`src/gb_cart_macros.svh`:
```
// ------------------------------------------------
// constants shared by the cartridge blocks
// header byte offsets, mapper register windows,
// the ram enable key and the backup sector shape
// ------------------------------------------------

`ifndef GB_CART_MACROS_SVH
`define GB_CART_MACROS_SVH

// download byte addresses of the header words
`define HDR_CGB_WADDR      25'h142 // cgb flag in high byte
`define HDR_TYPE_WADDR     25'h146 // cartridge type in high byte
`define HDR_SIZE_WADDR     25'h148 // {ram size, rom size}

`define RAM_ENABLE_KEY     4'hA    // low nibble that opens cart ram

`define SECTOR_WORDS_BITS  8       // 256 words of 16 bits per sector
`define CRAM_WORD_BITS     16      // word index width of cart ram

// cart_addr[15:13] windows
`define WIN_RAMEN          3'd0    // 0000-1fff
`define WIN_ROMBANK        3'd1    // 2000-3fff
`define WIN_RAMBANK        3'd2    // 4000-5fff
`define WIN_MODE           3'd3    // 6000-7fff
`define WIN_CRAM           3'd5    // a000-bfff

`endif

```
`src/gb_cart_pkg.sv`:
```
// ------------------------------------------------
// types for the cartridge subsystem
// imported by every block that names a typed port
// ------------------------------------------------

package gb_cart_pkg;

	typedef logic [7:0]  byte_t;      // cpu data byte
	typedef logic [15:0] word_t;      // rom or sd data word
	typedef logic [15:0] cart_addr_t; // cpu cartridge address
	typedef logic [8:0]  rom_bank_t;  // up to 512 banks (mbc5)
	typedef logic [3:0]  ram_bank_t;  // up to 16 ram banks
	typedef logic [23:0] rom_waddr_t; // rom word address
	typedef logic [16:0] cram_addr_t; // cart ram byte address, 128 KB
	typedef logic [7:0]  lba_t;       // backup sector index

	// mapper families that are decoded from the type byte
	typedef enum logic [2:0] {
		MBC_NONE,
		MBC_1,
		MBC_2,
		MBC_3,
		MBC_5
	} mbc_kind_t;

	// backup sequencer
	typedef enum logic {
		BK_IDLE,
		BK_XFER
	} bk_state_t;

endpackage

```
`src/mbc_regs.sv`:
```
// ------------------------------------------------
// mapper registers written by the cpu
// rom bank, ram bank, mbc1 mode, mbc3 rtc select
// and ram enable, one shared set for all mappers
// ------------------------------------------------
`timescale 1ns/10ps
`include "gb_cart_macros.svh"

module mbc_regs (
	input  logic                   clk_sys,
	input  logic                   reset,
	input  logic                   cart_ce,    // cpu double rate enable
	input  logic                   cart_wr,
	input  gb_cart_pkg::cart_addr_t cart_addr,
	input  gb_cart_pkg::byte_t     cart_di,
	input  gb_cart_pkg::mbc_kind_t cart_kind,
	output gb_cart_pkg::rom_bank_t rom_bank,
	output gb_cart_pkg::ram_bank_t ram_bank,
	output logic                   mbc1_mode,  // 0: 16/8 mode, 1: 4/32 mode
	output logic                   rtc_mode,   // mbc3 rtc mapped at a000
	output logic                   ram_enable
);
	import gb_cart_pkg::*;

	logic reg_wr;

	assign reg_wr = cart_ce && cart_wr;

	always_ff @(posedge clk_sys) begin
		if (reset) begin
			rom_bank   <= 9'd1;
			ram_bank   <= '0;
			mbc1_mode  <= 1'b0;
			rtc_mode   <= 1'b0;
			ram_enable <= 1'b0;
		end else if (reg_wr) begin
			case (cart_addr[15:13])
				`WIN_RAMEN: begin
					ram_enable <= (cart_di[3:0] == `RAM_ENABLE_KEY);
				end

				`WIN_ROMBANK: begin
					if (cart_kind == MBC_5) begin
						if (cart_addr[12])
							rom_bank[8] <= cart_di[0];   // 3000-3fff
						else
							rom_bank[7:0] <= cart_di;    // 2000-2fff, bank 0 allowed
					end else if (cart_di[6:0] == 7'd0) begin
						rom_bank <= 9'd1;                // mbc1-3 never select bank 0
					end else begin
						rom_bank <= {2'b00, cart_di[6:0]};
					end
				end

				`WIN_RAMBANK: begin
					if (cart_kind == MBC_3) begin
						rtc_mode <= cart_di[3];          // 08-0c pick an rtc register
						if (!cart_di[3])
							ram_bank <= {2'b00, cart_di[1:0]};
					end else if (cart_kind == MBC_5) begin
						ram_bank <= cart_di[3:0];
					end else begin
						ram_bank <= {2'b00, cart_di[1:0]};
					end
				end

				`WIN_MODE: begin
					if (cart_kind == MBC_1)
						mbc1_mode <= cart_di[0];
				end

				default: ; // rom area above 8000 and cart ram carry no registers
			endcase
		end
	end

endmodule

```
`config.mk`:
```
export PLATFORM = sky130hd
export DESIGN_NAME = mbc_regs
export DESIGN_NICKNAME = d
export VERILOG_FILES = /design/src/gb_cart_pkg.sv /design/src/mbc_regs.sv
export VERILOG_INCLUDE_DIRS = /design/src /design/src/src
export SDC_FILE = /design/constraint.sdc
export NUM_CORES = 1
export LEC_CHECK = 0
export ABC_CLOCK_PERIOD_IN_PS = 2000
export BUFFER_PORTS_ARGS = -buffer_cell sky130_fd_sc_hd__buf_2
export CAP_MARGIN = 20
export CORE_MARGIN = 3
export CORE_UTILIZATION = 40
export CTS_CLUSTER_DIAMETER = 100
export DETAILED_ROUTE_END_ITERATION = 8
export PLACE_DENSITY_LB_ADDON = 0.08
export SLEW_MARGIN = 40
export SYNTH_ARGS = -nofsm -noshare
export SYNTH_HDL_FRONTEND = slang
export SYNTH_SLANG_ARGS = --single-unit
export TNS_END_PERCENT = 1
```
`constraint.sdc`:
```
create_clock -name clk_sys -period 2 [get_ports clk_sys]
set_input_delay 0.2 -clock clk_sys [delete_from_list [all_inputs] [get_ports clk_sys]]
set_output_delay 0.2 -clock clk_sys [all_outputs]
set_load 0.01 [all_outputs]
```
==> summary.txt <==
Status
  • Status: complete, no violations

Global routing
  • Number of global-route vias before repair: roughly 830
  • Initial antenna violation count: 0
  • First-pass GRT wire length: 3570 um
  • Tot GR Track Use: between 10% and 20%
  • GR Util met3: 3.72%
  • Met1 Resource Use GR: between 20% and 30%
  • Met2 Use GR: a little over a quarter
  • Largest net degree at the start of global routing: 23
  • Grt ovf: 0
  • Busiest grt layer: met2

Cells and area
  • Most frequent cells in the layout: buf_2 (34), dfxtp_1 (16), nand2b_1 (9)
  • Antenna diodes: 0
  • Multi-input logic area: around 480 um^2
  • Share of cells above drive strength 1: 35.2%
  • Final net count: roughly 150
  • FILL cells: roughly 190
  • Most common cell after layout, fill and taps aside: buf_2
  • P&R area growth vs syn: 27.1%
  • Reg area: between 300 and 400 um^2

Setup path
  • CP most frequent cell: or4_1
  • Peak per-stage delay on the critical path: ~0.5 ns
  • Slowest cell on crit path: or4_1
  • Delay-heaviest family, CP: simple AND/OR/NAND/NOR gates
  • CP Cell Sequence: buf_2, or4_1, or4_1, a41oi_2
  • WP data required: 2.22 ns
  • Critical path class: in2reg
  • CP bufs+invs: 1
  • Worst setup EP type: register
  • Crit path max fanout: 5
  • CP Launch Type: input pin
  • Critical Path AT: approximately 1.5 ns

Power
  • Max VDD drop: between 400 and 500 uV
  • Leakage: 0.431 nW
  • Design Power: about 0.61 mW
  • Pwr Density: ~580 mW/mm^2

Floorplanning
  • Die W: a little over 50 um
  • Starting Density: between 40% and 50%
  • IO Count: between 40 and 50
  • Die Height: 51.6 um
  • Row cnt: 15
  • Die ar.: approximately 0.0027 mm^2
  • Core area: ~0.0018 mm^2

STA
  • Final worst path period share: 62.0%
  • Max-slew violation count: 0
  • Max Freq: roughly 810 MHz
  • Count of final hold-check violations: 0
  • Worst slew pin tran: between 0.6 and 0.7 ns
  • Tmin final: about 1.2 ns
  • Final setup violation count: 0
  • Clk_skew: 0 ns
  • Unrepaired setup endpoints after global routing: false
  • Relative slew slack: between 50% and 60%
  • Final worst slack: 0.760 ns
  • Setup TNS: 0 ns

Synth
  • Cell variety after synth: 29
  • Yosys warns: 0
  • Post-Syn Area: 832 um^2
  • Syn_nets: between 100 and 150
  • Register bit total from synthesis: 16
  • Post-Synthesis Cells: between 80 and 90
  • Mapped Avg Cell Area: approximately 9.3 um^2
  • Seq/Total Area, Yosys: 38.5%

Clocking
  • Worst-path clk slew: 0.10 ns
  • CTS tree: yes
  • Max Buffers Root-to-Sink: 2
  • CTS Buf Count: 3
  • H-tree depth: 1
  • CTS Hold Bufs: 0
  • Clock latency on the worst-skew pair: roughly 0.28 ns
  • Clock Tree Root: clkbuf_4
  • Setup Buffers After CTS: 0
  • Clock sinks: 16
  • # resized after CTS: 0

Detailed routing
  • Drt pass-1 iters: 4
  • Final WL: 2110 um
  • Via-per-instance ratio: between 5 and 6
  • ANT nets after route: 0
  • Mean routed wirelength per cell: roughly 14 um
  • Drt initial violations: 9
  • Via count: about 830
  • Drt drc: 0

Run
  • Maxcap violations: 0

Place
  • DP HPWL: around 1500 um
  • Port-buffer cells: 34
  • Routability cong.: about 0.77
  • Place WS: between 0.4 and 0.5 ns

Worst hold path
  • Hold/Removal Path Class: in2reg
## report_power, final
part           leakage (nW)  internal [mW]  switching [mW]
combinational         0.281         0.0325          0.0422
clock                0.0210          0.111           0.103
sequential            0.129          0.321         0.00110
total                 0.431          0.464           0.146
## tightest hold or removal path: stages
cell	delay, ns
buf_2	0.10
nand4_1	0.06
a21oi_1	0.05
## metrics by stage
| stage | cell area, um^2 | std cells | hold slack, ns | util (%) |
|---|---|---|---|---|
| 6_report | 1060 | 147 | 0.167 | 57.5 |
| 3_3_place_gp | 1020 | 143 | 0.454 | 55.5 |
| 4_1_cts | 1060 | 147 | 0.162 | 57.5 |
| 3_5_place_dp | 1020 | 143 | 0.456 | 55.5 |
| 2_1_floorplan | 832 | 89 | 0.347 | - |
| 5_1_grt | 1060 | 147 | 0.166 | 57.5 |
## flip-flops by register name (all words and copies together), names as in the netlist
| name | cells |
|---|---|
| rtc_mode | 1 |
| mbc1_mode | 1 |
| ram_enable | 1 |
| rom_bank | 9 |
| ram_bank | 4 |
## routing by layer
layer / part of all wire [%] / vias to the layer above
met4: 0.57 / 0
met2: 45 / 27
li1: - / 406
met3: 6.9 / 2
met1: 47 / 397
met5: 0 / -
## cell families after synthesis
group	share of synthesized area, %
AO/OA/AOI/OAI	15.0
buffers and inverters	3.76
flip-flops	38.5
multiplexers	8.42
AND/OR/NAND/NOR	34.3
## layout make-up
type,count,share of cell area (%)
Clock buffer,4,3.43
Timing Repair Buffer,36,17.5
Tap cell,25,2.96
Sequential cell,16,30.3
Inverter,1,0.355
Multi-Input combinational cell,65,45.4
## cell usage after synthesis
cell type | count | share of area (%)
dfxtp_1 | 16 | 38
nand2b_1 | 9 | 6.8
a21oi_1 | 8 | 4.8
mux2i_1 | 7 | 8.4
nand4_1 | 7 | 5.3
clkbuf_1 | 6 | 2.7
o31ai_1 | 6 | 5.4
nor4bb_1 | 3 | 3.6
nand3_1 | 2 | 1.2
nand3b_1 | 2 | 1.8
nand4bb_1 | 2 | 2.7
nor2_1 | 2 | 0.90
nor2b_1 | 2 | 1.5
or4_1 | 2 | 1.8
a21bo_1 | 1 | 1.2
a311oi_1 | 1 | 1.1
a41oi_2 | 1 | 2.0
and2_1 | 1 | 0.75
and3_1 | 1 | 0.75
and4b_1 | 1 | 1.2
and4bb_2 | 1 | 1.5
buf_2 | 1 | 0.60
inv_2 | 1 | 0.45
nand4b_1 | 1 | 1.1
nor3_1 | 1 | 0.60
nor3b_1 | 1 | 0.90
nor4b_1 | 1 | 1.1
o21ai_1 | 1 | 0.60
or2b_1 | 1 | 0.90
## worst paths after layout
check,start,to,slack [ns],depth (start not counted)
setup / recovery,cart_di[3],rom_bank[0],0.76,4
hold / removal,cart_di[5],rom_bank[5],0.17,3
setup reg to reg,rom_bank[0],rom_bank[0],1.25,2
hold reg to reg,rom_bank[4],rom_bank[4],0.47,2
Power figures use the tool's default switching activity.
