**src/gb_cart_macros.svh**
```systemverilog
// ------------------------------------------------
// constants shared by the cartridge blocks
// header byte offsets, mapper register windows,
// the ram enable key and the backup sector shape
// ------------------------------------------------

`ifndef GB_CART_MACROS_SVH
`define GB_CART_MACROS_SVH

// download byte addresses of the header words
`define HDR_CGB_WADDR      25'h142 // cgb flag in high byte
`define HDR_TYPE_WADDR     25'h146 // cartridge type in high byte
`define HDR_SIZE_WADDR     25'h148 // {ram size, rom size}

`define RAM_ENABLE_KEY     4'hA    // low nibble that opens cart ram

`define SECTOR_WORDS_BITS  8       // 256 words of 16 bits per sector
`define CRAM_WORD_BITS     16      // word index width of cart ram

// cart_addr[15:13] windows
`define WIN_RAMEN          3'd0    // 0000-1fff
`define WIN_ROMBANK        3'd1    // 2000-3fff
`define WIN_RAMBANK        3'd2    // 4000-5fff
`define WIN_MODE           3'd3    // 6000-7fff
`define WIN_CRAM           3'd5    // a000-bfff

`endif

```
**src/gb_cart_pkg.sv**
```systemverilog
// ------------------------------------------------
// types for the cartridge subsystem
// imported by every block that names a typed port
// ------------------------------------------------

package gb_cart_pkg;

	typedef logic [7:0]  byte_t;      // cpu data byte
	typedef logic [15:0] word_t;      // rom or sd data word
	typedef logic [15:0] cart_addr_t; // cpu cartridge address
	typedef logic [8:0]  rom_bank_t;  // up to 512 banks (mbc5)
	typedef logic [3:0]  ram_bank_t;  // up to 16 ram banks
	typedef logic [23:0] rom_waddr_t; // rom word address
	typedef logic [16:0] cram_addr_t; // cart ram byte address, 128 KB
	typedef logic [7:0]  lba_t;       // backup sector index

	// mapper families that are decoded from the type byte
	typedef enum logic [2:0] {
		MBC_NONE,
		MBC_1,
		MBC_2,
		MBC_3,
		MBC_5
	} mbc_kind_t;

	// backup sequencer
	typedef enum logic {
		BK_IDLE,
		BK_XFER
	} bk_state_t;

endpackage

```
**src/cart_map.sv**
```systemverilog
// ------------------------------------------------
// cpu address mapping
// turns cart_addr into the rom word address and the
// cart ram byte address, and muxes read data back
// ------------------------------------------------
`timescale 1ns/10ps
`include "gb_cart_macros.svh"

module cart_map (
	input  gb_cart_pkg::cart_addr_t cart_addr,
	input  logic                   cart_rd,
	input  logic                   cart_wr,
	input  logic                   cart_ce,
	input  gb_cart_pkg::mbc_kind_t cart_kind,
	input  gb_cart_pkg::rom_bank_t rom_bank,
	input  gb_cart_pkg::ram_bank_t ram_bank,
	input  logic                   mbc1_mode,
	input  logic                   rtc_mode,
	input  logic                   ram_enable,
	input  gb_cart_pkg::rom_bank_t rom_mask,
	input  gb_cart_pkg::ram_bank_t ram_mask,
	input  gb_cart_pkg::word_t     rom_data,
	input  gb_cart_pkg::byte_t     cram_q,     // registered ram read
	output gb_cart_pkg::rom_waddr_t rom_addr,
	output logic                   rom_oe,
	output gb_cart_pkg::cram_addr_t cram_addr,
	output logic                   cram_we,
	output gb_cart_pkg::byte_t     cart_do
);
	import gb_cart_pkg::*;

	logic      in_cram;
	rom_bank_t hi_bank;   // masked bank for 4000-7fff
	rom_bank_t bank_sel;
	ram_bank_t cram_bank;
	byte_t     cram_do;

	assign in_cram = (cart_addr[15:13] == `WIN_CRAM);

	// ------------------------------------------------
	// rom banking
	always_comb begin
		unique case (cart_kind)
			MBC_1:        hi_bank = {2'b00, (mbc1_mode ? 2'b00 : ram_bank[1:0]),
			                         rom_bank[4:0]} & rom_mask; // ram bits as 6..5 in mode 0
			MBC_2, MBC_3: hi_bank = {2'b00, rom_bank[6:0]} & rom_mask;
			MBC_5:        hi_bank = rom_bank & rom_mask;
			default:      hi_bank = '0;
		endcase

		if (cart_kind == MBC_NONE)
			bank_sel = {8'd0, cart_addr[14]};  // 32 KB linear
		else if (cart_addr[15:14] == 2'b01)
			bank_sel = hi_bank;
		else
			bank_sel = '0;                     // 0000-3fff is always bank 0
	end

	assign rom_addr = {2'b00, bank_sel, cart_addr[13:1]}; // 8K words per bank
	assign rom_oe   = cart_rd && !in_cram;

	// ------------------------------------------------
	// ram banking, mbc2 and rom-only carts see bank 0
	always_comb begin
		unique case (cart_kind)
			MBC_1:   cram_bank = {2'b00, (mbc1_mode ? ram_bank[1:0] : 2'b00) & ram_mask[1:0]};
			MBC_3:   cram_bank = {2'b00, ram_bank[1:0] & ram_mask[1:0]};
			MBC_5:   cram_bank = ram_bank & ram_mask;
			default: cram_bank = '0;
		endcase
	end

	assign cram_addr = {cram_bank, cart_addr[12:0]};
	assign cram_we   = cart_wr && cart_ce && in_cram;

	// read data rules per mapper
	always_comb begin
		if (!ram_enable)
			cram_do = 8'hFF;                           // ram closed
		else if (cart_kind == MBC_2 && cart_addr[15:9] == 7'b1010000)
			cram_do = {4'hF, cram_q[3:0]};             // 4-bit ram, open upper nibble
		else if (rtc_mode)
			cram_do = 8'h00;                           // no rtc model
		else
			cram_do = cram_q;
	end

	assign cart_do = in_cram ? cram_do :
	                 cart_addr[0] ? rom_data[15:8] : rom_data[7:0];

endmodule

```
**config.mk**
```make
export PLATFORM = sky130hd
export DESIGN_NAME = cart_map
export DESIGN_NICKNAME = d
export VERILOG_FILES = /design/src/gb_cart_pkg.sv /design/src/cart_map.sv
export VERILOG_INCLUDE_DIRS = /design/src /design/src/src
export SDC_FILE = /design/constraint.sdc
export NUM_CORES = 1
export LEC_CHECK = 0
export ABC_CLOCK_PERIOD_IN_PS = 1300
export BUFFER_PORTS_ARGS = -buffer_cell sky130_fd_sc_hd__buf_2
export CELL_PAD_IN_SITES_DETAIL_PLACEMENT = 2
export CELL_PAD_IN_SITES_GLOBAL_PLACEMENT = 2
export CORE_MARGIN = 2
export CORE_UTILIZATION = 10
export DETAILED_ROUTE_END_ITERATION = 6
export GPL_TIMING_DRIVEN = 0
export PLACE_DENSITY = 0.81
export SYNTH_ARGS = -nofsm -noshare
export SYNTH_HDL_FRONTEND = slang
export SYNTH_SLANG_ARGS = --single-unit
```
**constraint.sdc**
```tcl
create_clock -name vclk -period 1.3
set_clock_uncertainty 0.15 [all_clocks]
set_input_delay 0.13 -clock vclk [all_inputs]
set_output_delay 0.13 -clock vclk [all_outputs]
set_load 0.1 [all_outputs]
```
==> results by group <==
Clocking
  • Cts hold-fix bufs: 0

Detailed routing
  • DRT iter0 DRCs: 11
  • Vias: 1260
  • Final wirelength: 4834 um
  • Via density: 4.065
  • Drt drc: 0
  • ANT nets after route: 0
  • WL per Instance: 15.59 um
  • Drt pass-1 iters: 3

Worst setup path
  • CP endpoint kind: primary output
  • Critical Path Most Common Cell: buf_12
  • Critical path class: input port to primary output
  • Critical-path top delay cell: nor4_4
  • Crit-path cells: buf_8 -> nor4_4 -> a311oi_4 -> buf_12 -> a221oi_4 -> buf_12
  • Crit path largest cell delay: 0.32 ns
  • Worst path required time: 1.02 ns
  • Worst-path fanout max: 8
  • Crit path arrival time: 1.39 ns
  • Critical path launch point type: input port

Run
  • Max-Cap Viols: 0

Cells and area
  • Reg area: 0 um2
  • Non-filler cells, final: 310
  • Fin nets: 307
  • Fraction of layout cells with a size suffix above 1: 87.83%
  • CLK BUF: 0
  • Area delta synth->final: 232.7%
  • FF+latch count: 0
  • Fillers: 752
  • Post-layout instance area: 0.002306 mm2
  • Ant diodes: 0

STA
  • Max Transition Viols Final: 0
  • RSZ-0062 raised after global routing: true
  • Fmax: 599.0 MHz
  • Worst Slack Setup Final: -0.3695 ns
  • Fin. Hold Viols: 0
  • Final period util: 128.4%
  • Final setup vio count: 19
  • Setup TNS Final: -3.882 ns
  • Worst hold margin: 0.4806 ns
  • Final critical-path required period: 1.669 ns

Power and ir drop
  • Sw Ratio: 64.82%
  • Flop pwr share: 0%
  • Clock share of power: 0%
  • VDD IR max: 253.3 uV
  • P per Cell Area: 555.9 mW/mm2
  • Int Pwr: 0.0004510 W
  • Net Switching: 0.0008309 W
  • Leakage: 1.087 nW
  • Comb pwr share: 100.0%
  • Total power: 0.001282 W

Synthesis
  • Post-synth top area share: 30.32%
  • Sequential area share after synthesis: 0%
  • Syn Std Cell Area: 693.2 um2
  • Cell variety after synth: 29
  • Post-Syn Area per Cell: 7.220 um2
  • Yosys top cell by area: buf_4
  • Post-Synthesis Cells: 96
  • Synth warn: 0
  • Area contributors post-synth: buf_4, mux2i_1, and3_1

Min path
  • Hold depth: 4
  • Hold Crit Endpoint: rom_addr[18]
  • Hold_sp: rom_mask[5]
  • Hold Crit Class: input port to primary output

Run status
  • Status: complete, but fails checks
  • Failing checks: negative setup slack

Die
  • Placeable core region: 0.006756 mm2
  • Row count: 30
  • Die Ht: 87.26 um
  • Io pins: 126
  • Horiz. Die Dim: 87.26 um
  • Die area: 0.007613 mm2
  • Starting Density: 10.26%

Place
  • Placer Congestion: 0.6603
  • Post-placement cell count: 292
  • Placed cell areas: 0.001574 mm2
  • PortBufs: 115
  • DP HPWL: 3251 um

Global routing
  • Vias in the first global route: 1353
  • Overflow after GRT: 0
  • First-pass GRT wire length: 6548 um
  • Global-route usage over all layers: 10.55%
  • Initial antenna violation count: 0
  • Largest net degree at the start of global routing: 9
[kinds of logic after synthesis]
logic type	Yosys count	synth area share (%)
other	1	0.5410
buffers and inverters	32	32.67
muxes	8	11.55
and+or+nand+nor	38	35.02
AOI/OAI and AO/OA	17	20.22
[metrics by stage]
stage	worst slack (ns)	util, %
3_3_place_gp	-0.8554	23.30
2_1_floorplan	-0.6226	-
4_1_cts	-0.3880	32.15
5_1_grt	-0.4361	34.13
6_report	-0.3695	34.13
3_5_place_dp	-0.8756	23.30
[worst max-delay path: cells and delay by family]
kind            cells  cell delay (ns)
buf+inv             3             0.48
compound gates      2             0.45
simple gates        1             0.32
[power by group through the flow]
stage          registers (W)  logic [W]  clock network (W)
6_report                   0    0.00128                  0
5_1_grt                    0    0.00133                  0
4_1_cts                    0    0.00124                  0
3_5_place_dp               0    0.00103                  0
3_3_place_gp               0    0.00102                  0
2_1_floorplan              0   0.000817                  0
[cell usage after synthesis (2+ instances only)]
cell type and instances:
inv_1 2, a21oi_1 2, o21ai_0 3, nand2b_1 5, and3_1 11, nand2_1 4
nand3_1 2, a22oi_1 4, nor3_1 4, mux2i_1 8, buf_4 28, and2_1 2
nor2_1 2, a221oi_1 4
[cell type report]
| cell class | count | area [um2] | area share (%) |
|---|---|---|---|
| inverter | 2 | 7.507 | 0.3256 |
| buffer | 30 | 229.0 | 9.929 |
| tap | 80 | 100.1 | 4.341 |
| multi-input combinational | 65 | 762.0 | 33.04 |
| timing repair buffer | 133 | 1207 | 52.36 |
[cell usage in the layout, fill, tap and decap left out, drive strengths merged, types with 2 or more instances in the layout]
master,n
a21oi,2
and3,11
a22oi,4
conb,2
and2,2
nand2b,5
nand3,2
nor3,4
buf,161
nor2,2
inv,2
o21ai,3
a221oi,4
mux2i,8
nand2,4
clkbuf,2
[worst max path at each step]
stage | from | end | slack (ns) | depth (start not counted)
2_1_floorplan | cart_addr[10] | cart_do[4] | -0.62 | 3
3_3_place_gp | cart_addr[14] | cart_do[0] | -0.86 | 5
3_5_place_dp | cart_addr[14] | cart_do[3] | -0.88 | 5
4_1_cts | cart_addr[11] | cart_do[3] | -0.39 | 6
5_1_grt | cart_addr[11] | cart_do[1] | -0.44 | 6
6_report | cart_addr[11] | cart_do[3] | -0.37 | 6
[routing by layer]
| metal | vias up | part of all wire (%) | GRT usage (%) |
|---|---|---|---|
| met1 | 594 | 32 | 10.62 |
| met2 | 72 | 59 | 23.21 |
| met3 | 4 | 7.6 | 1.232 |
| met4 | 0 | 1.3 | 0.5594 |
| li1 | 590 | - | - |
| met5 | - | 0 | 0 |
[timing repair]
item,4_1_cts,5_1_grt
resized for setup,124,21
cloned,1,0
setup endpoints to repair,23,23
pin swaps,16,16
buffers inserted,13,6
Note: power is estimated with default switching activity, not from simulation.
