<file path="src/gb_cart_macros.svh">
// ------------------------------------------------
// constants shared by the cartridge blocks
// header byte offsets, mapper register windows,
// the ram enable key and the backup sector shape
// ------------------------------------------------

`ifndef GB_CART_MACROS_SVH
`define GB_CART_MACROS_SVH

// download byte addresses of the header words
`define HDR_CGB_WADDR      25'h142 // cgb flag in high byte
`define HDR_TYPE_WADDR     25'h146 // cartridge type in high byte
`define HDR_SIZE_WADDR     25'h148 // {ram size, rom size}

`define RAM_ENABLE_KEY     4'hA    // low nibble that opens cart ram

`define SECTOR_WORDS_BITS  8       // 256 words of 16 bits per sector
`define CRAM_WORD_BITS     16      // word index width of cart ram

// cart_addr[15:13] windows
`define WIN_RAMEN          3'd0    // 0000-1fff
`define WIN_ROMBANK        3'd1    // 2000-3fff
`define WIN_RAMBANK        3'd2    // 4000-5fff
`define WIN_MODE           3'd3    // 6000-7fff
`define WIN_CRAM           3'd5    // a000-bfff

`endif

</file>
<file path="src/gb_cart_pkg.sv">
// ------------------------------------------------
// types for the cartridge subsystem
// imported by every block that names a typed port
// ------------------------------------------------

package gb_cart_pkg;

	typedef logic [7:0]  byte_t;      // cpu data byte
	typedef logic [15:0] word_t;      // rom or sd data word
	typedef logic [15:0] cart_addr_t; // cpu cartridge address
	typedef logic [8:0]  rom_bank_t;  // up to 512 banks (mbc5)
	typedef logic [3:0]  ram_bank_t;  // up to 16 ram banks
	typedef logic [23:0] rom_waddr_t; // rom word address
	typedef logic [16:0] cram_addr_t; // cart ram byte address, 128 KB
	typedef logic [7:0]  lba_t;       // backup sector index

	// mapper families that are decoded from the type byte
	typedef enum logic [2:0] {
		MBC_NONE,
		MBC_1,
		MBC_2,
		MBC_3,
		MBC_5
	} mbc_kind_t;

	// backup sequencer
	typedef enum logic {
		BK_IDLE,
		BK_XFER
	} bk_state_t;

endpackage

</file>
<file path="src/backup_ctrl.sv">
// ------------------------------------------------
// backup ram save / load sequencer
// a request edge starts at sector 0; each sd_ack
// fall ends a sector until file_mask is reached
// ------------------------------------------------
`timescale 1ns/10ps
`include "gb_cart_macros.svh"

module backup_ctrl (
	input  logic                          clk_sys,
	input  logic                          reset,
	input  logic                          load_req,
	input  logic                          save_req,
	input  logic                          has_battery,
	input  logic                          ram_present,
	input  gb_cart_pkg::lba_t             file_mask,
	input  logic                          sd_ack,
	input  logic [`SECTOR_WORDS_BITS-1:0] sd_buff_addr,
	input  logic                          sd_buff_wr,
	output gb_cart_pkg::lba_t             sd_lba,
	output logic                          sd_rd,
	output logic                          sd_wr,
	output gb_cart_pkg::cram_addr_t       bk_addr,   // word address into cart ram
	output logic                          bk_we,
	output logic                          busy
);
	import gb_cart_pkg::*;

	bk_state_t bk_state;
	logic      loading;       // direction of the running transfer
	logic      old_load, old_save, old_ack;
	logic      load_rise, save_rise;

	assign load_rise = load_req && !old_load;
	assign save_rise = save_req && !old_save;

	always_ff @(posedge clk_sys) begin
		if (reset) begin
			bk_state <= BK_IDLE;
			loading  <= 1'b0;
			sd_lba   <= '0;
			sd_rd    <= 1'b0;
			sd_wr    <= 1'b0;
			old_load <= 1'b0;
			old_save <= 1'b0;
			old_ack  <= 1'b0;
		end else begin
			old_load <= load_req;
			old_save <= save_req;
			old_ack  <= sd_ack;

			if (sd_ack && !old_ack) begin
				sd_rd <= 1'b0;        // host took the request
				sd_wr <= 1'b0;
			end

			if (bk_state == BK_IDLE) begin
				if (has_battery && ram_present && (load_rise || save_rise)) begin
					bk_state <= BK_XFER;
					loading  <= load_rise;  // load wins a tie
					sd_lba   <= '0;
					sd_rd    <= load_rise;
					sd_wr    <= !load_rise;
				end
			end else if (old_ack && !sd_ack) begin   // sector done
				if (sd_lba >= file_mask) begin
					bk_state <= BK_IDLE;
					loading  <= 1'b0;
				end else begin
					sd_lba <= sd_lba + 8'd1;
					sd_rd  <= loading;
					sd_wr  <= !loading;
				end
			end
		end
	end

	assign bk_addr = {1'b0, sd_lba, sd_buff_addr};
	assign bk_we   = sd_buff_wr && sd_ack;
	assign busy    = (bk_state != BK_IDLE);

endmodule

</file>
<file path="config.mk">
export PLATFORM = sky130hd
export DESIGN_NAME = backup_ctrl
export DESIGN_NICKNAME = d
export VERILOG_FILES = /design/src/gb_cart_pkg.sv /design/src/backup_ctrl.sv
export VERILOG_INCLUDE_DIRS = /design/src /design/src/src
export SDC_FILE = /design/constraint.sdc
export NUM_CORES = 1
export LEC_CHECK = 0
export BUFFER_PORTS_ARGS = -buffer_cell sky130_fd_sc_hd__buf_2
export CAP_MARGIN = 10
export CORE_ASPECT_RATIO = 1.4
export CORE_MARGIN = 5
export CORE_UTILIZATION = 47
export CTS_CLUSTER_DIAMETER = 120
export CTS_CLUSTER_SIZE = 28
export DETAILED_ROUTE_END_ITERATION = 8
export PLACE_DENSITY = 0.86
export SKIP_CTS_REPAIR_TIMING = 1
export SYNTH_ARGS = -nofsm -noshare
export SYNTH_HDL_FRONTEND = slang
export SYNTH_SLANG_ARGS = --single-unit
</file>
<file path="constraint.sdc">
create_clock -name clk_sys -period 2.6 [get_ports clk_sys]
set_input_delay 0.39 -clock clk_sys [delete_from_list [all_inputs] [get_ports clk_sys]]
set_output_delay 0.39 -clock clk_sys [all_outputs]
set_load 0.02 [all_outputs]
</file>
==> flow_summary.toml <==
[run_status]
outcome = "completed"

[final_layout]
drive_gt1_frac = 0.296
synthToLayoutAreaGrowth_pct = 5.46
total_inserted_antenna_cells = 0
final_net_count = 193

[global_routing]
number_of_antenna_violations_at_the_first_check_in_global_routing = 0
overflow = 0
grt_start_max_net_pins = 19
first_global_vias = 1063
grt_usage = 0.161
grt_pass1_wl_um = 4480

[logic_synthesis]
synthArstFlopShare = 0
synth_area_sq_um = 1190
yosys_most_used_dff = "sky130_fd_sc_hd__dfxtp_1"
postSynthAreaPerCell_sq_um = 8.34
netlist_top_cells_count = "17 x sky130_fd_sc_hd__buf_4, 15 x sky130_fd_sc_hd__dfxtp_1, 10 x sky130_fd_sc_hd__nand3_1"
synth.top_cell.area_share = 0.252
ys_types = 39
synth_top_cell_by_area = "sky130_fd_sc_hd__dfxtp_1"
synthesis_warning_total = 0
ys_seq_elements = 15
synth.yosys.seq_area_share = 0.252
synth_enable_flop_cells = 0
most_instantiated_library_cell_after_synthesis = "sky130_fd_sc_hd__buf_4"
postSynthCellCount = 143
yosys-top-cells-area = "sky130_fd_sc_hd__dfxtp_1 25%, sky130_fd_sc_hd__buf_4 11%, sky130_fd_sc_hd__ha_1 9.4%, sky130_fd_sc_hd__o211ai_1 5.7%, sky130_fd_sc_hd__nand3_1 4.2%"
synth_fp_nets = 176

[power]
report.power.total_w = 0.000454
share_clk_of_total_power = 0.315
p_per_area_nw_per_um2 = 361
vdd.ir_drop.worst_mv = 0.249
switchingPower_w = 0.000130
combinational_group_share_of_total_power = 0.150
cellInternalPower_w = 0.000324
sw_frac_of_total = 0.286
sequentialPowerShare = 0.535
total_leakage_power_nw = 0.597

[placed_design]
place_worst_setup_slack_ps = 521
place_congestion = 0.847
io_buffer_count = 35
hpwl_um = 2110

[floorplan]
die_width_um = 52.6
start_util = 0.493
design.portCount = 53
floorplan.rows = 21
die_area_sq_um = 3660
core_region_area_sq_um = 2420
die_h_um = 69.6

[sta]
worst_clock_skew_ps = 6.10
maxSlewHeadroom = 0.489
fin_tns_setup_ps = 0
min_period_ps = 2100
tightest_slew_ps = 760
unrepaired_setup_endpoints_after_global_routing = "no"
final_period_utilization = 0.807
fmax_mhz = 477
setup-violations-final = 0
final-hold-violation-count = 0
finalWorstSetupSlack_ps = 502
finalMaxSlewViolations = 0

[routing]
drc = 0
detail_route.vias_per_cell = 5.51
ant_nets = 0
route.detailed.wl_per_inst_um = 14.2
wl_um = 2740
number_of_search_and_repair_iterations_in_the_first_detailed_routing_pass = 4
drtIter0Drc = 25
via_count = 1064

[worst_setup_path]
worst-setup-path-type = "reg2reg"
critPathRequiredTime_ps = 2830
worst-path-max-fanout = 7
data_arrival_time_at_the_worst_slack_endpoint_ps = 2330
crit_path_end_kind = "flop"
worst_setup_path_start_kind = "flop"

[clock_network]
cts.root.buffer_cell = "sky130_fd_sc_hd__clkbuf_4"
clk_transition_reported_paths_ps = 100
clk-insertion-delay-late_ps = 300
clock_sink_count = 15
cts_made_buffers = 3
tritoncts = "yes"
cts-htree-levels = 1
cts_max_path_buffers = 2

[worst_hold_path]
timing.hold.worst.class = "in2reg"

[job]
max-cap-violations = 0
==> state kept, by name, summed over array words and instances (netlist names) <==
name	flops
sd_lba	8
busy	1
loading	1
old_ack	1
old_load	1
old_save	1
sd_rd	1
sd_wr	1
==> power by group through the flow <==
stage | clock [W] | combinational, W | sequential, W
after floorplan | 0 | 0.0000653 | 0.000250
after global placement | 0 | 0.0000645 | 0.000247
after detailed placement | 0 | 0.0000684 | 0.000248
after CTS | 0.000147 | 0.0000689 | 0.000243
after global routing | 0.000158 | 0.0000766 | 0.000244
final | 0.000143 | 0.0000681 | 0.000243
==> final timing paths <==
| path | slack, ps | to | start | cells after the start |
|---|---|---|---|---|
| worst max-delay path | 500 | sd_lba[2] | sd_lba[0] | 7 |
| worst min-delay path | 320 | old_save | save_req | 2 |
| worst max register to register | 500 | sd_lba[2] | sd_lba[0] | 7 |
| worst min register to register | 510 | sd_rd | loading | 2 |
==> placed cells by master (no fill, tap or decap), types with 2 or more instances in the layout <==
| master | n |
|---|---|
| sky130_fd_sc_hd__nor2_1 | 3 |
| sky130_fd_sc_hd__o21a_1 | 2 |
| sky130_fd_sc_hd__a21o_2 | 2 |
| sky130_fd_sc_hd__buf_2 | 35 |
| sky130_fd_sc_hd__o21bai_1 | 2 |
| sky130_fd_sc_hd__nand3b_1 | 2 |
| sky130_fd_sc_hd__and2_1 | 2 |
| sky130_fd_sc_hd__o211ai_1 | 9 |
| sky130_fd_sc_hd__nand3_1 | 10 |
| sky130_fd_sc_hd__nand2b_1 | 7 |
| sky130_fd_sc_hd__a31oi_1 | 6 |
| sky130_fd_sc_hd__nor2b_1 | 5 |
| sky130_fd_sc_hd__nand2_1 | 6 |
| sky130_fd_sc_hd__inv_1 | 8 |
| sky130_fd_sc_hd__nor3_1 | 4 |
| sky130_fd_sc_hd__nand4b_1 | 2 |
| sky130_fd_sc_hd__clkbuf_4 | 3 |
| sky130_fd_sc_hd__nor3b_1 | 4 |
| sky130_fd_sc_hd__dfxtp_1 | 15 |
| sky130_fd_sc_hd__o21ai_0 | 3 |
| sky130_fd_sc_hd__ha_1 | 9 |
| sky130_fd_sc_hd__a21oi_1 | 7 |
==> cell type report <==
cell class	instances	area [sq um]
clock buffer	3	22.5
clock inverter	1	5.00
fill	258	1160
inverter	8	30.0
multi-input combinational	97	682
sequential	15	300
tap	34	42.5
timing repair buffer	35	175
==> cell families (layout without fill, tap and decap cells) <==
logic type,count (synthesis),after routing,synth area share
AO/OA/AOI/OAI,35,35,0.211
buffers and inverters,31,47,0.176
multiplexers,1,1,0.00839
adder cells (fa/ha/maj),9,9,0.0944
flip-flops,15,15,0.252
other,1,1,0.00314
AND/OR/NAND/NOR,51,51,0.255
==> critical path: stages, from the launching register on <==
cell,delay [ps]
sky130_fd_sc_hd__dfxtp_1,440
sky130_fd_sc_hd__inv_1,90
sky130_fd_sc_hd__ha_1,270
sky130_fd_sc_hd__nand2b_1,140
sky130_fd_sc_hd__a21oi_4,70
sky130_fd_sc_hd__o31ai_1,660
sky130_fd_sc_hd__o211ai_1,170
sky130_fd_sc_hd__a31oi_1,180
==> per-layer routing <==
metal | vias up | track usage | wire length [um]
li1 | 520 | - | -
met1 | 497 | 0.160 | 1050
met2 | 40 | 0.297 | 1450
met3 | 7 | 0.0258 | 159
met4 | 0 | 0.0881 | 78
met5 | - | 0 | 0
==> metrics by stage <==
stage,util,cell area [sq um],cells,hold WS (ps)
2_1_floorplan,-,1190,143,465
3_3_place_gp,0.509,1230,189,500
3_5_place_dp,0.509,1230,189,499
4_1_cts,0.520,1260,193,316
5_1_grt,0.520,1260,193,352
6_report,0.520,1260,193,321
Note: power is estimated with default switching activity, not from simulation.
