### config.mk
export PLATFORM = sky130hd
export DESIGN_NAME = cart_header
export DESIGN_NICKNAME = d
export VERILOG_FILES = /design/src/gb_cart_pkg.sv /design/src/cart_header.sv
export VERILOG_INCLUDE_DIRS = /design/src /design/src/src
export SDC_FILE = /design/constraint.sdc
export NUM_CORES = 1
export LEC_CHECK = 0
export BUFFER_PORTS_ARGS = -buffer_cell sky130_fd_sc_hd__buf_2
export CAP_MARGIN = 10
export CORE_MARGIN = 5
export CORE_UTILIZATION = 53
export DETAILED_ROUTE_END_ITERATION = 10
export PLACE_DENSITY = 0.82
export SLEW_MARGIN = 20
export SYNTH_ARGS = -nofsm -noshare
export SYNTH_HDL_FRONTEND = slang
export SYNTH_SLANG_ARGS = --single-unit
### constraint.sdc
create_clock -name clk_sys -period 6.57 [get_ports clk_sys]
set_input_delay 0.9855 -clock clk_sys [delete_from_list [all_inputs] [get_ports clk_sys]]
set_output_delay 0.9855 -clock clk_sys [all_outputs]
set_load 0.02 [all_outputs]
### src/gb_cart_macros.svh
// ------------------------------------------------
// constants shared by the cartridge blocks
// header byte offsets, mapper register windows,
// the ram enable key and the backup sector shape
// ------------------------------------------------

`ifndef GB_CART_MACROS_SVH
`define GB_CART_MACROS_SVH

// download byte addresses of the header words
`define HDR_CGB_WADDR      25'h142 // cgb flag in high byte
`define HDR_TYPE_WADDR     25'h146 // cartridge type in high byte
`define HDR_SIZE_WADDR     25'h148 // {ram size, rom size}

`define RAM_ENABLE_KEY     4'hA    // low nibble that opens cart ram

`define SECTOR_WORDS_BITS  8       // 256 words of 16 bits per sector
`define CRAM_WORD_BITS     16      // word index width of cart ram

// cart_addr[15:13] windows
`define WIN_RAMEN          3'd0    // 0000-1fff
`define WIN_ROMBANK        3'd1    // 2000-3fff
`define WIN_RAMBANK        3'd2    // 4000-5fff
`define WIN_MODE           3'd3    // 6000-7fff
`define WIN_CRAM           3'd5    // a000-bfff

`endif

### src/gb_cart_pkg.sv
// ------------------------------------------------
// types for the cartridge subsystem
// imported by every block that names a typed port
// ------------------------------------------------

package gb_cart_pkg;

	typedef logic [7:0]  byte_t;      // cpu data byte
	typedef logic [15:0] word_t;      // rom or sd data word
	typedef logic [15:0] cart_addr_t; // cpu cartridge address
	typedef logic [8:0]  rom_bank_t;  // up to 512 banks (mbc5)
	typedef logic [3:0]  ram_bank_t;  // up to 16 ram banks
	typedef logic [23:0] rom_waddr_t; // rom word address
	typedef logic [16:0] cram_addr_t; // cart ram byte address, 128 KB
	typedef logic [7:0]  lba_t;       // backup sector index

	// mapper families that are decoded from the type byte
	typedef enum logic [2:0] {
		MBC_NONE,
		MBC_1,
		MBC_2,
		MBC_3,
		MBC_5
	} mbc_kind_t;

	// backup sequencer
	typedef enum logic {
		BK_IDLE,
		BK_XFER
	} bk_state_t;

endpackage

### src/cart_header.sv
// ------------------------------------------------
// cartridge header capture
// snoops the rom download for the header words and
// decodes mapper kind, battery and bank masks
// ------------------------------------------------
`timescale 1ns/10ps
`include "gb_cart_macros.svh"

module cart_header (
	input  logic                   clk_sys,
	input  logic                   reset,
	input  logic                   dl_wr,       // one strobe per downloaded word
	input  logic [24:0]            dl_addr,     // byte address
	input  gb_cart_pkg::word_t     dl_data,
	output gb_cart_pkg::mbc_kind_t cart_kind,
	output logic                   cgb_game,
	output logic                   has_battery,
	output gb_cart_pkg::rom_bank_t rom_mask,
	output gb_cart_pkg::ram_bank_t ram_mask,
	output gb_cart_pkg::lba_t      file_mask,   // last sector of the save file
	output logic                   ram_present
);
	import gb_cart_pkg::*;

	byte_t cgb_flag;
	byte_t mbc_type;
	byte_t rom_size;
	byte_t ram_size;

	always_ff @(posedge clk_sys) begin
		if (reset) begin
			cgb_flag <= '0;
			mbc_type <= '0;
			rom_size <= '0;
			ram_size <= '0;
		end else if (dl_wr) begin
			if (dl_addr == `HDR_CGB_WADDR) cgb_flag <= dl_data[15:8];
			if (dl_addr == `HDR_TYPE_WADDR) mbc_type <= dl_data[15:8];
			if (dl_addr == `HDR_SIZE_WADDR) {ram_size, rom_size} <= dl_data;
		end
	end

	// ------------------------------------------------
	// type byte decode
	always_comb begin
		unique case (mbc_type)
			8'h01, 8'h02, 8'h03:                      cart_kind = MBC_1;
			8'h05, 8'h06:                             cart_kind = MBC_2;
			8'h0F, 8'h10, 8'h11, 8'h12, 8'h13:        cart_kind = MBC_3;
			8'h19, 8'h1A, 8'h1B, 8'h1C, 8'h1D, 8'h1E: cart_kind = MBC_5;
			default:                                  cart_kind = MBC_NONE; // rom only
		endcase
	end

	assign has_battery = mbc_type inside {8'h03, 8'h06, 8'h09, 8'h0D, 8'h10,
	                                      8'h13, 8'h1B, 8'h1E, 8'h22, 8'hFF};
	assign cgb_game    = (cgb_flag == 8'h80) || (cgb_flag == 8'hC0);
	assign ram_present = (ram_size != 8'h00) || (cart_kind == MBC_2); // mbc2 has ram on chip

	// size codes to mirroring masks
	always_comb begin
		if (rom_size <= 8'd8)
			rom_mask = rom_bank_t'((10'd2 << rom_size[3:0]) - 10'd1); // 2^(n+1) banks
		else
			rom_mask = 9'h07F;     // odd sizes 0x52..0x54 fold into 128 banks

		unique case (ram_size)
			8'h00, 8'h01, 8'h02: ram_mask = 4'h0; // single bank
			8'h03:               ram_mask = 4'h3; // 32 KB
			default:             ram_mask = 4'hF; // 128 KB
		endcase

		if (cart_kind == MBC_2)   file_mask = 8'h01; // 512 x 4 bits
		else if (ram_size == 1)   file_mask = 8'h03;
		else if (ram_size == 2)   file_mask = 8'h0F;
		else if (ram_size == 3)   file_mask = 8'h3F;
		else                      file_mask = 8'hFF;
	end

endmodule

==> results of run 1 <==
final cells by class:
type                    instances  area (um^2)  share of cell area
multi-input cells             186         1180               0.490
flip-flops and latches         34          681               0.284
repair buffers                 68          340               0.142
clock buffers                   6         82.6              0.0344
well taps                      48         60.1              0.0250
clock inverters                 1         30.0              0.0125
inverters                       8         30.0              0.0125
sequential cells by signal, summed over array words and instances (netlist names), named ones only:
name      count
cgb_flag      7
ram_size      8
mbc_type      8
rom_size      8
kinds of logic after synthesis:
family | Yosys count | synth area share
xor+xnor | 1 | 0.00439
buf+inv | 29 | 0.0721
compound gates | 45 | 0.142
flops | 34 | 0.341
simple gates | 118 | 0.334
other cells | 1 | 0.00188
mux | 17 | 0.0858
fa+ha+maj | 3 | 0.0188
routing by layer:
layer,up-vias,track usage,share of wire
met2,53,0.311,0.48
met3,8,0.0407,0.068
li1,965,-,-
met1,861,0.225,0.44
met5,-,0,0
met4,0,0.0585,0.012
critical path, stage by stage:
cell,delay (ns)
buf_2,0.09
nor3_1,0.34
nand4_4,0.20
nor3_2,0.82
mux2i_1,0.37
nor2_1,0.07
ha_1,0.33
mux2_2,0.26
and3_1,0.17
a211oi_1,0.21
a211oi_1,0.08
worst max-delay path by stage:
| stage | from | endpoint | slack [ns] | cells after the start |
|---|---|---|---|---|
| 3_5_place_dp | dl_addr[14] | flop | 2.48 | 11 |
| 3_3_place_gp | dl_addr[21] | flop | 2.61 | 11 |
| 6_report | dl_addr[14] | flop | 2.75 | 11 |
| 4_1_cts | dl_addr[14] | flop | 2.74 | 11 |
| 2_1_floorplan | dl_addr[14] | flop | 3.25 | 11 |
| 5_1_grt | dl_addr[14] | flop | 2.48 | 11 |
cell usage after synthesis, types with 5 or more instances:
library cell and n:
a21oi_1 20, buf_4 8, clkbuf_1 8, dfxtp_1 34, inv_1 8, mux2i_1 16, nand2_1 44, nand2b_1 6
nor2_1 26, nor3_1 5, o21ai_0 6
per-stage QoR:
step	cell area, um^2	setup WS, ns	instances	total power (uW)
after floorplan	2000	3.25	249	221
after global placement	2290	2.61	344	239
after detailed placement	2290	2.48	344	239
after CTS	2400	2.74	351	430
after global routing	2400	2.48	351	441
final	2400	2.75	351	426
power groups by stage:
| stage | Clock, uW | Sequential (uW) | Combinational, uW |
|---|---|---|---|
| floorplan | 0 | 211 | 10.2 |
| global placement | 0 | 211 | 27.9 |
| detailed placement | 0 | 211 | 28.2 |
| CTS | 196 | 206 | 28.3 |
| global route | 204 | 206 | 31.3 |
| finish | 192 | 206 | 28.2 |
==> results.json, run 1 <==
{
  "arrival_ns": 3.94,
  "reg2regPathDepth": 7,
  "final-hold-violation-count": 0,
  "dieArea_um2": 5100,
  "final.period_utilization": 0.582,
  "syn2layout_area_growth_pct": 20.2,
  "final_cell_mix": "buf_2, nand2_1, dfxtp_1",
  "fin_util": 0.656,
  "start_kind": "primary input",
  "cts_buffers": 5,
  "grt-ovfl-total": 0,
  "r2r_slack_ns": 4.72,
  "ys_top_cells_by_area": "dfxtp_1, nand2_1, mux2i_1",
  "drive_gt1_frac": 0.277,
  "clk_pin_slew_worst_paths_ns": 0.07,
  "async_reset_ff_frac": 0,
  "io_pins": 71,
  "firstDrtPassIters": 4,
  "power.switching_uw": 86.7,
  "clock-root-buffer": "clkbuf_8",
  "dp_hpwl_um": 3400,
  "wire_per_inst_um": 12.6,
  "timing.max_slew.rel_slack": 0.355,
  "sequentialPowerShare": 0.483,
  "die_h_um": 71.4,
  "route.detailed.drc": 0,
  "synth_seq_cells": 34,
  "clk_latency_ns": 0.28,
  "yosys.area.top_type": "dfxtp_1",
  "viasPerCell": 5.38,
  "ys.flop_type": "dfxtp_1",
  "antenna_cells": 0,
  "setup_viol": 0,
  "die_w_um": 71.4,
  "cts_setup_buffers": 0,
  "hold_start": "rom_size[6]$_SDFFE_PP0P_",
  "ys_seq_area_frac": 0.341,
  "cts_hold_buffers": 0,
  "drv_cap": 0,
  "grt_pass1_wl_um": 7680,
  "cts.sinks": 34,
  "ant_nets": 0,
  "cts_buffer_depth": 2,
  "fin_tns_setup_ns": 0,
  "cp-end-kind": "flop",
  "gp_congestion": 0.884,
  "yosysWarnings": 0,
  "p_per_area_nw_per_um2": 178,
  "synth.cell_area_um2": 2000,
  "p_comb_frac": 0.066,
  "path_class": "primary input to flop",
  "fillers": 336,
  "cp.required_ns": 6.69,
  "num_vias": 1887,
  "post-route-min-period_ns": 3.82,
  "hold_path.class": "flop to flop",
  "hold_end": "rom_size[6]$_SDFFE_PP0P_",
  "syn_avg_cell_area_um2": 8.05,
  "io_buffers": 68,
  "antenna_found_initial": 0,
  "fin_skew_ns": 0.00798,
  "layout_commonest_cell": "buf_2",
  "yosys.cell_types.count": 51,
  "drv_slew": 0,
  "pwr-share-clk": 0.451,
  "post_cts_resized": 0,
  "track_usage": 0.182,
  "tightest_slew_ns": 0.958,
  "p_leak_uw": 0.00102,
  "syn-instance-count": 248,
  "worst_hold_slack_ns": 0.453,
  "nets": 350,
  "min_path_cells": 2,
  "fmax_mhz": 261,
  "outcome": "finished clean",
  "grt_setup_unrepaired": "false",
  "grt_start_max_net_pins": 45,
  "p_sw_frac": 0.203,
  "start_util": 0.545,
  "drt-initial-drc-count": 133,
  "crit_fanout": 11,
  "h-tree-depth": 2,
  "r2r-start": "mbc_type[0]$_SDFFE_PP0N_",
  "synth_edf_count": 0,
  "grt_pass1_vias": 1807,
  "synth_top_area_frac": 0.341,
  "core_area_um2": 3660,
  "route.final.wire_length_um": 4440,
  "ir_worst_vdd_uv": 128,
  "p_int_uw": 340,
  "cts_tree": "yes",
  "rows": 22
}
No activity file was read; power rests on OpenSTA's default activity.
==> run 2, diff against run 1 <==
--- a/config.mk
+++ b/config.mk
@@ -9,9 +9,9 @@
 export BUFFER_PORTS_ARGS = -buffer_cell sky130_fd_sc_hd__buf_2
 export CAP_MARGIN = 10
 export CORE_MARGIN = 5
-export CORE_UTILIZATION = 53
+export CORE_UTILIZATION = 45
 export DETAILED_ROUTE_END_ITERATION = 10
-export PLACE_DENSITY = 0.82
+export PLACE_DENSITY = 0.74
 export SLEW_MARGIN = 20
 export SYNTH_ARGS = -nofsm -noshare
 export SYNTH_HDL_FRONTEND = slang
==> constraint.sdc (replaced) <==
create_clock -name clk_sys -period 3.3 [get_ports clk_sys]
set_input_delay 0.495 -clock clk_sys [delete_from_list [all_inputs] [get_ports clk_sys]]
set_output_delay 0.495 -clock clk_sys [all_outputs]
set_load 0.02 [all_outputs]
==> run 2 against run 1 <==
  * Global-route usage is 2.3 points lower
  * Largest power group unchanged
  * Combinational power is 100% higher
  * Wire length is 2.4% higher
  * Cell area is 1.2% higher
==> results.json, run 2 (synthesis results as in run 1) <==
{
  "outcome": "finished clean",
  "rows": 24,
  "tightest_slew_ns": 0.904,
  "start_kind": "primary input",
  "grt-ovfl-total": 0,
  "p_per_area_nw_per_um2": 349,
  "drt-initial-drc-count": 91,
  "grt_pass1_vias": 1765,
  "crit_fanout": 11,
  "reg_top3": "mbc_type x8, ram_size x8, rom_size x8",
  "grt_pass1_wl_um": 7760,
  "die_h_um": 76.6,
  "clk_pin_slew_worst_paths_ns": 0.07,
  "start_util": 0.462,
  "antenna_cells": 0,
  "cts_buffer_depth": 2,
  "hold_path.class": "primary input to flop",
  "cts_setup_buffers": 0,
  "path_class": "primary input to flop",
  "track_usage": 0.158,
  "final-hold-violation-count": 0,
  "drive_gt1_frac": 0.287,
  "cpPeakStageDelay_ns": 0.33,
  "cp-end-kind": "flop",
  "cp-startpoint": "dl_addr[14]",
  "p_leak_uw": 0.00103,
  "ir_worst_vdd_uv": 263,
  "route.final.wire_length_um": 4550,
  "dieArea_um2": 5870,
  "clock-root-buffer": "clkbuf_8",
  "cp_cell_sequence": "buf_2 -> nor3_1 -> nand4_4 -> nor3_2 -> buf_4 -> mux2i_1 -> nor2_1 -> ha_1 -> mux2_2 -> and3_1 -> a211oi_1 -> a211oi_1",
  "final.period_utilization": 0.843,
  "route.detailed.drc": 0,
  "antenna_found_initial": 0,
  "drv_cap": 0,
  "cts_hold_buffers": 0,
  "grt_setup_unrepaired": "false",
  "syn2layout_area_growth_pct": 21.6,
  "drv_slew": 0,
  "final_cell_mix": "buf_2, nand2_1, dfxtp_1",
  "cts_tree": "yes",
  "setup_viol": 0,
  "r2r-start": "mbc_type[1]$_SDFFE_PP0N_",
  "gp_congestion": 0.869,
  "grt_start_max_net_pins": 45,
  "viasPerCell": 5.25,
  "h-tree-depth": 2,
  "num_vias": 1886,
  "layout_commonest_cell": "buf_2",
  "cts.sinks": 34,
  "cts_buffers": 5,
  "cp.required_ns": 3.44,
  "die_w_um": 76.6,
  "cp_num_buf_inv": 2,
  "clk_latency_ns": 0.28,
  "arrival_ns": 2.92,
  "fin_skew_ns": 0.00250,
  "crit_slowest_cell": "nor3_1",
  "fin_area_um2": 2430,
  "dp_hpwl_um": 3570,
  "path_common_cell": "a211oi_1",
  "nets": 353,
  "dpl_cell_area_um2": 2310,
  "hold_start": "dl_data[5]",
  "ant_nets": 0,
  "core_area_um2": 4320,
  "fin_tns_setup_ns": 0,
  "post-route-min-period_ns": 2.78,
  "io_buffers": 68,
  "firstDrtPassIters": 4,
  "wire_per_inst_um": 12.7,
  "fmax_mhz": 359,
  "timing.max_slew.rel_slack": 0.392,
  "io_pins": 71,
  "post_cts_resized": 0,
  "critPathTopFamily": "simple AND/OR/NAND/NOR gates"
}
## run 2: cell count changes in the layout (fill, tap and decap cells not counted)
cell	previous run	this run
buf_4	0	3
clkinvlp_4	0	2
clkbuf_8	6	5
## run 2: where the power goes
| part | switching (uW) | leakage [uW] | internal (uW) |
|---|---|---|---|
| clock | 157 | 0.0000504 | 224 |
| sequential | 0.00000837 | 0.000274 | 410 |
| combinational | 31.7 | 0.000708 | 24.9 |
## run 2: final timing paths
| check | endpoint | slack, ns | cells after the start |
|---|---|---|---|
| max | flop | 0.52 | 12 |
| min | rom_size[5]$_SDFFE_PP0P_ | 0.44 | 3 |
| max reg2reg | flop | 1.42 | 7 |
| min reg2reg | rom_size[5]$_SDFFE_PP0P_ | 0.45 | 2 |
## run 2: area by class of cell
type / count / area, um^2
fillers: 431 / 1900
well taps: 52 / 65.1
flip-flops and latches: 34 / 681
repair buffers: 71 / 363
clock buffers: 5 / 68.8
multi-input cells: 186 / 1180
clock inverters: 3 / 45.0
inverters: 8 / 30.0
## run 2: worst reg2reg max path, delay by kind of cell, from the launching register on
family	cells	cell delay, ns
flops	1	0.35
fa+ha+maj	1	0.31
compound gates	2	0.33
simple gates	2	0.25
mux	2	0.49
## run 2: per-layer routing
metal / global-route usage / vias to the layer above / share of wire
li1: - / 968 / -
met1: 0.188 / 857 / 0.43
met2: 0.271 / 56 / 0.49
met3: 0.0485 / 5 / 0.062
met4: 0.0472 / 0 / 0.012
met5: 0 / - / 0
## run 2: metrics by stage
step           cells  utilization  power (uW)  setup WS [ns]  hold WS, ns
6_report         359        0.562         848          0.517        0.443
5_1_grt          359        0.562         883          0.334        0.455
4_1_cts          359        0.562         855          0.515        0.435
3_5_place_dp     351        0.535         476          0.217        0.446
3_3_place_gp     351        0.535         476          0.321        0.439
2_1_floorplan    249            -         440          0.470        0.432
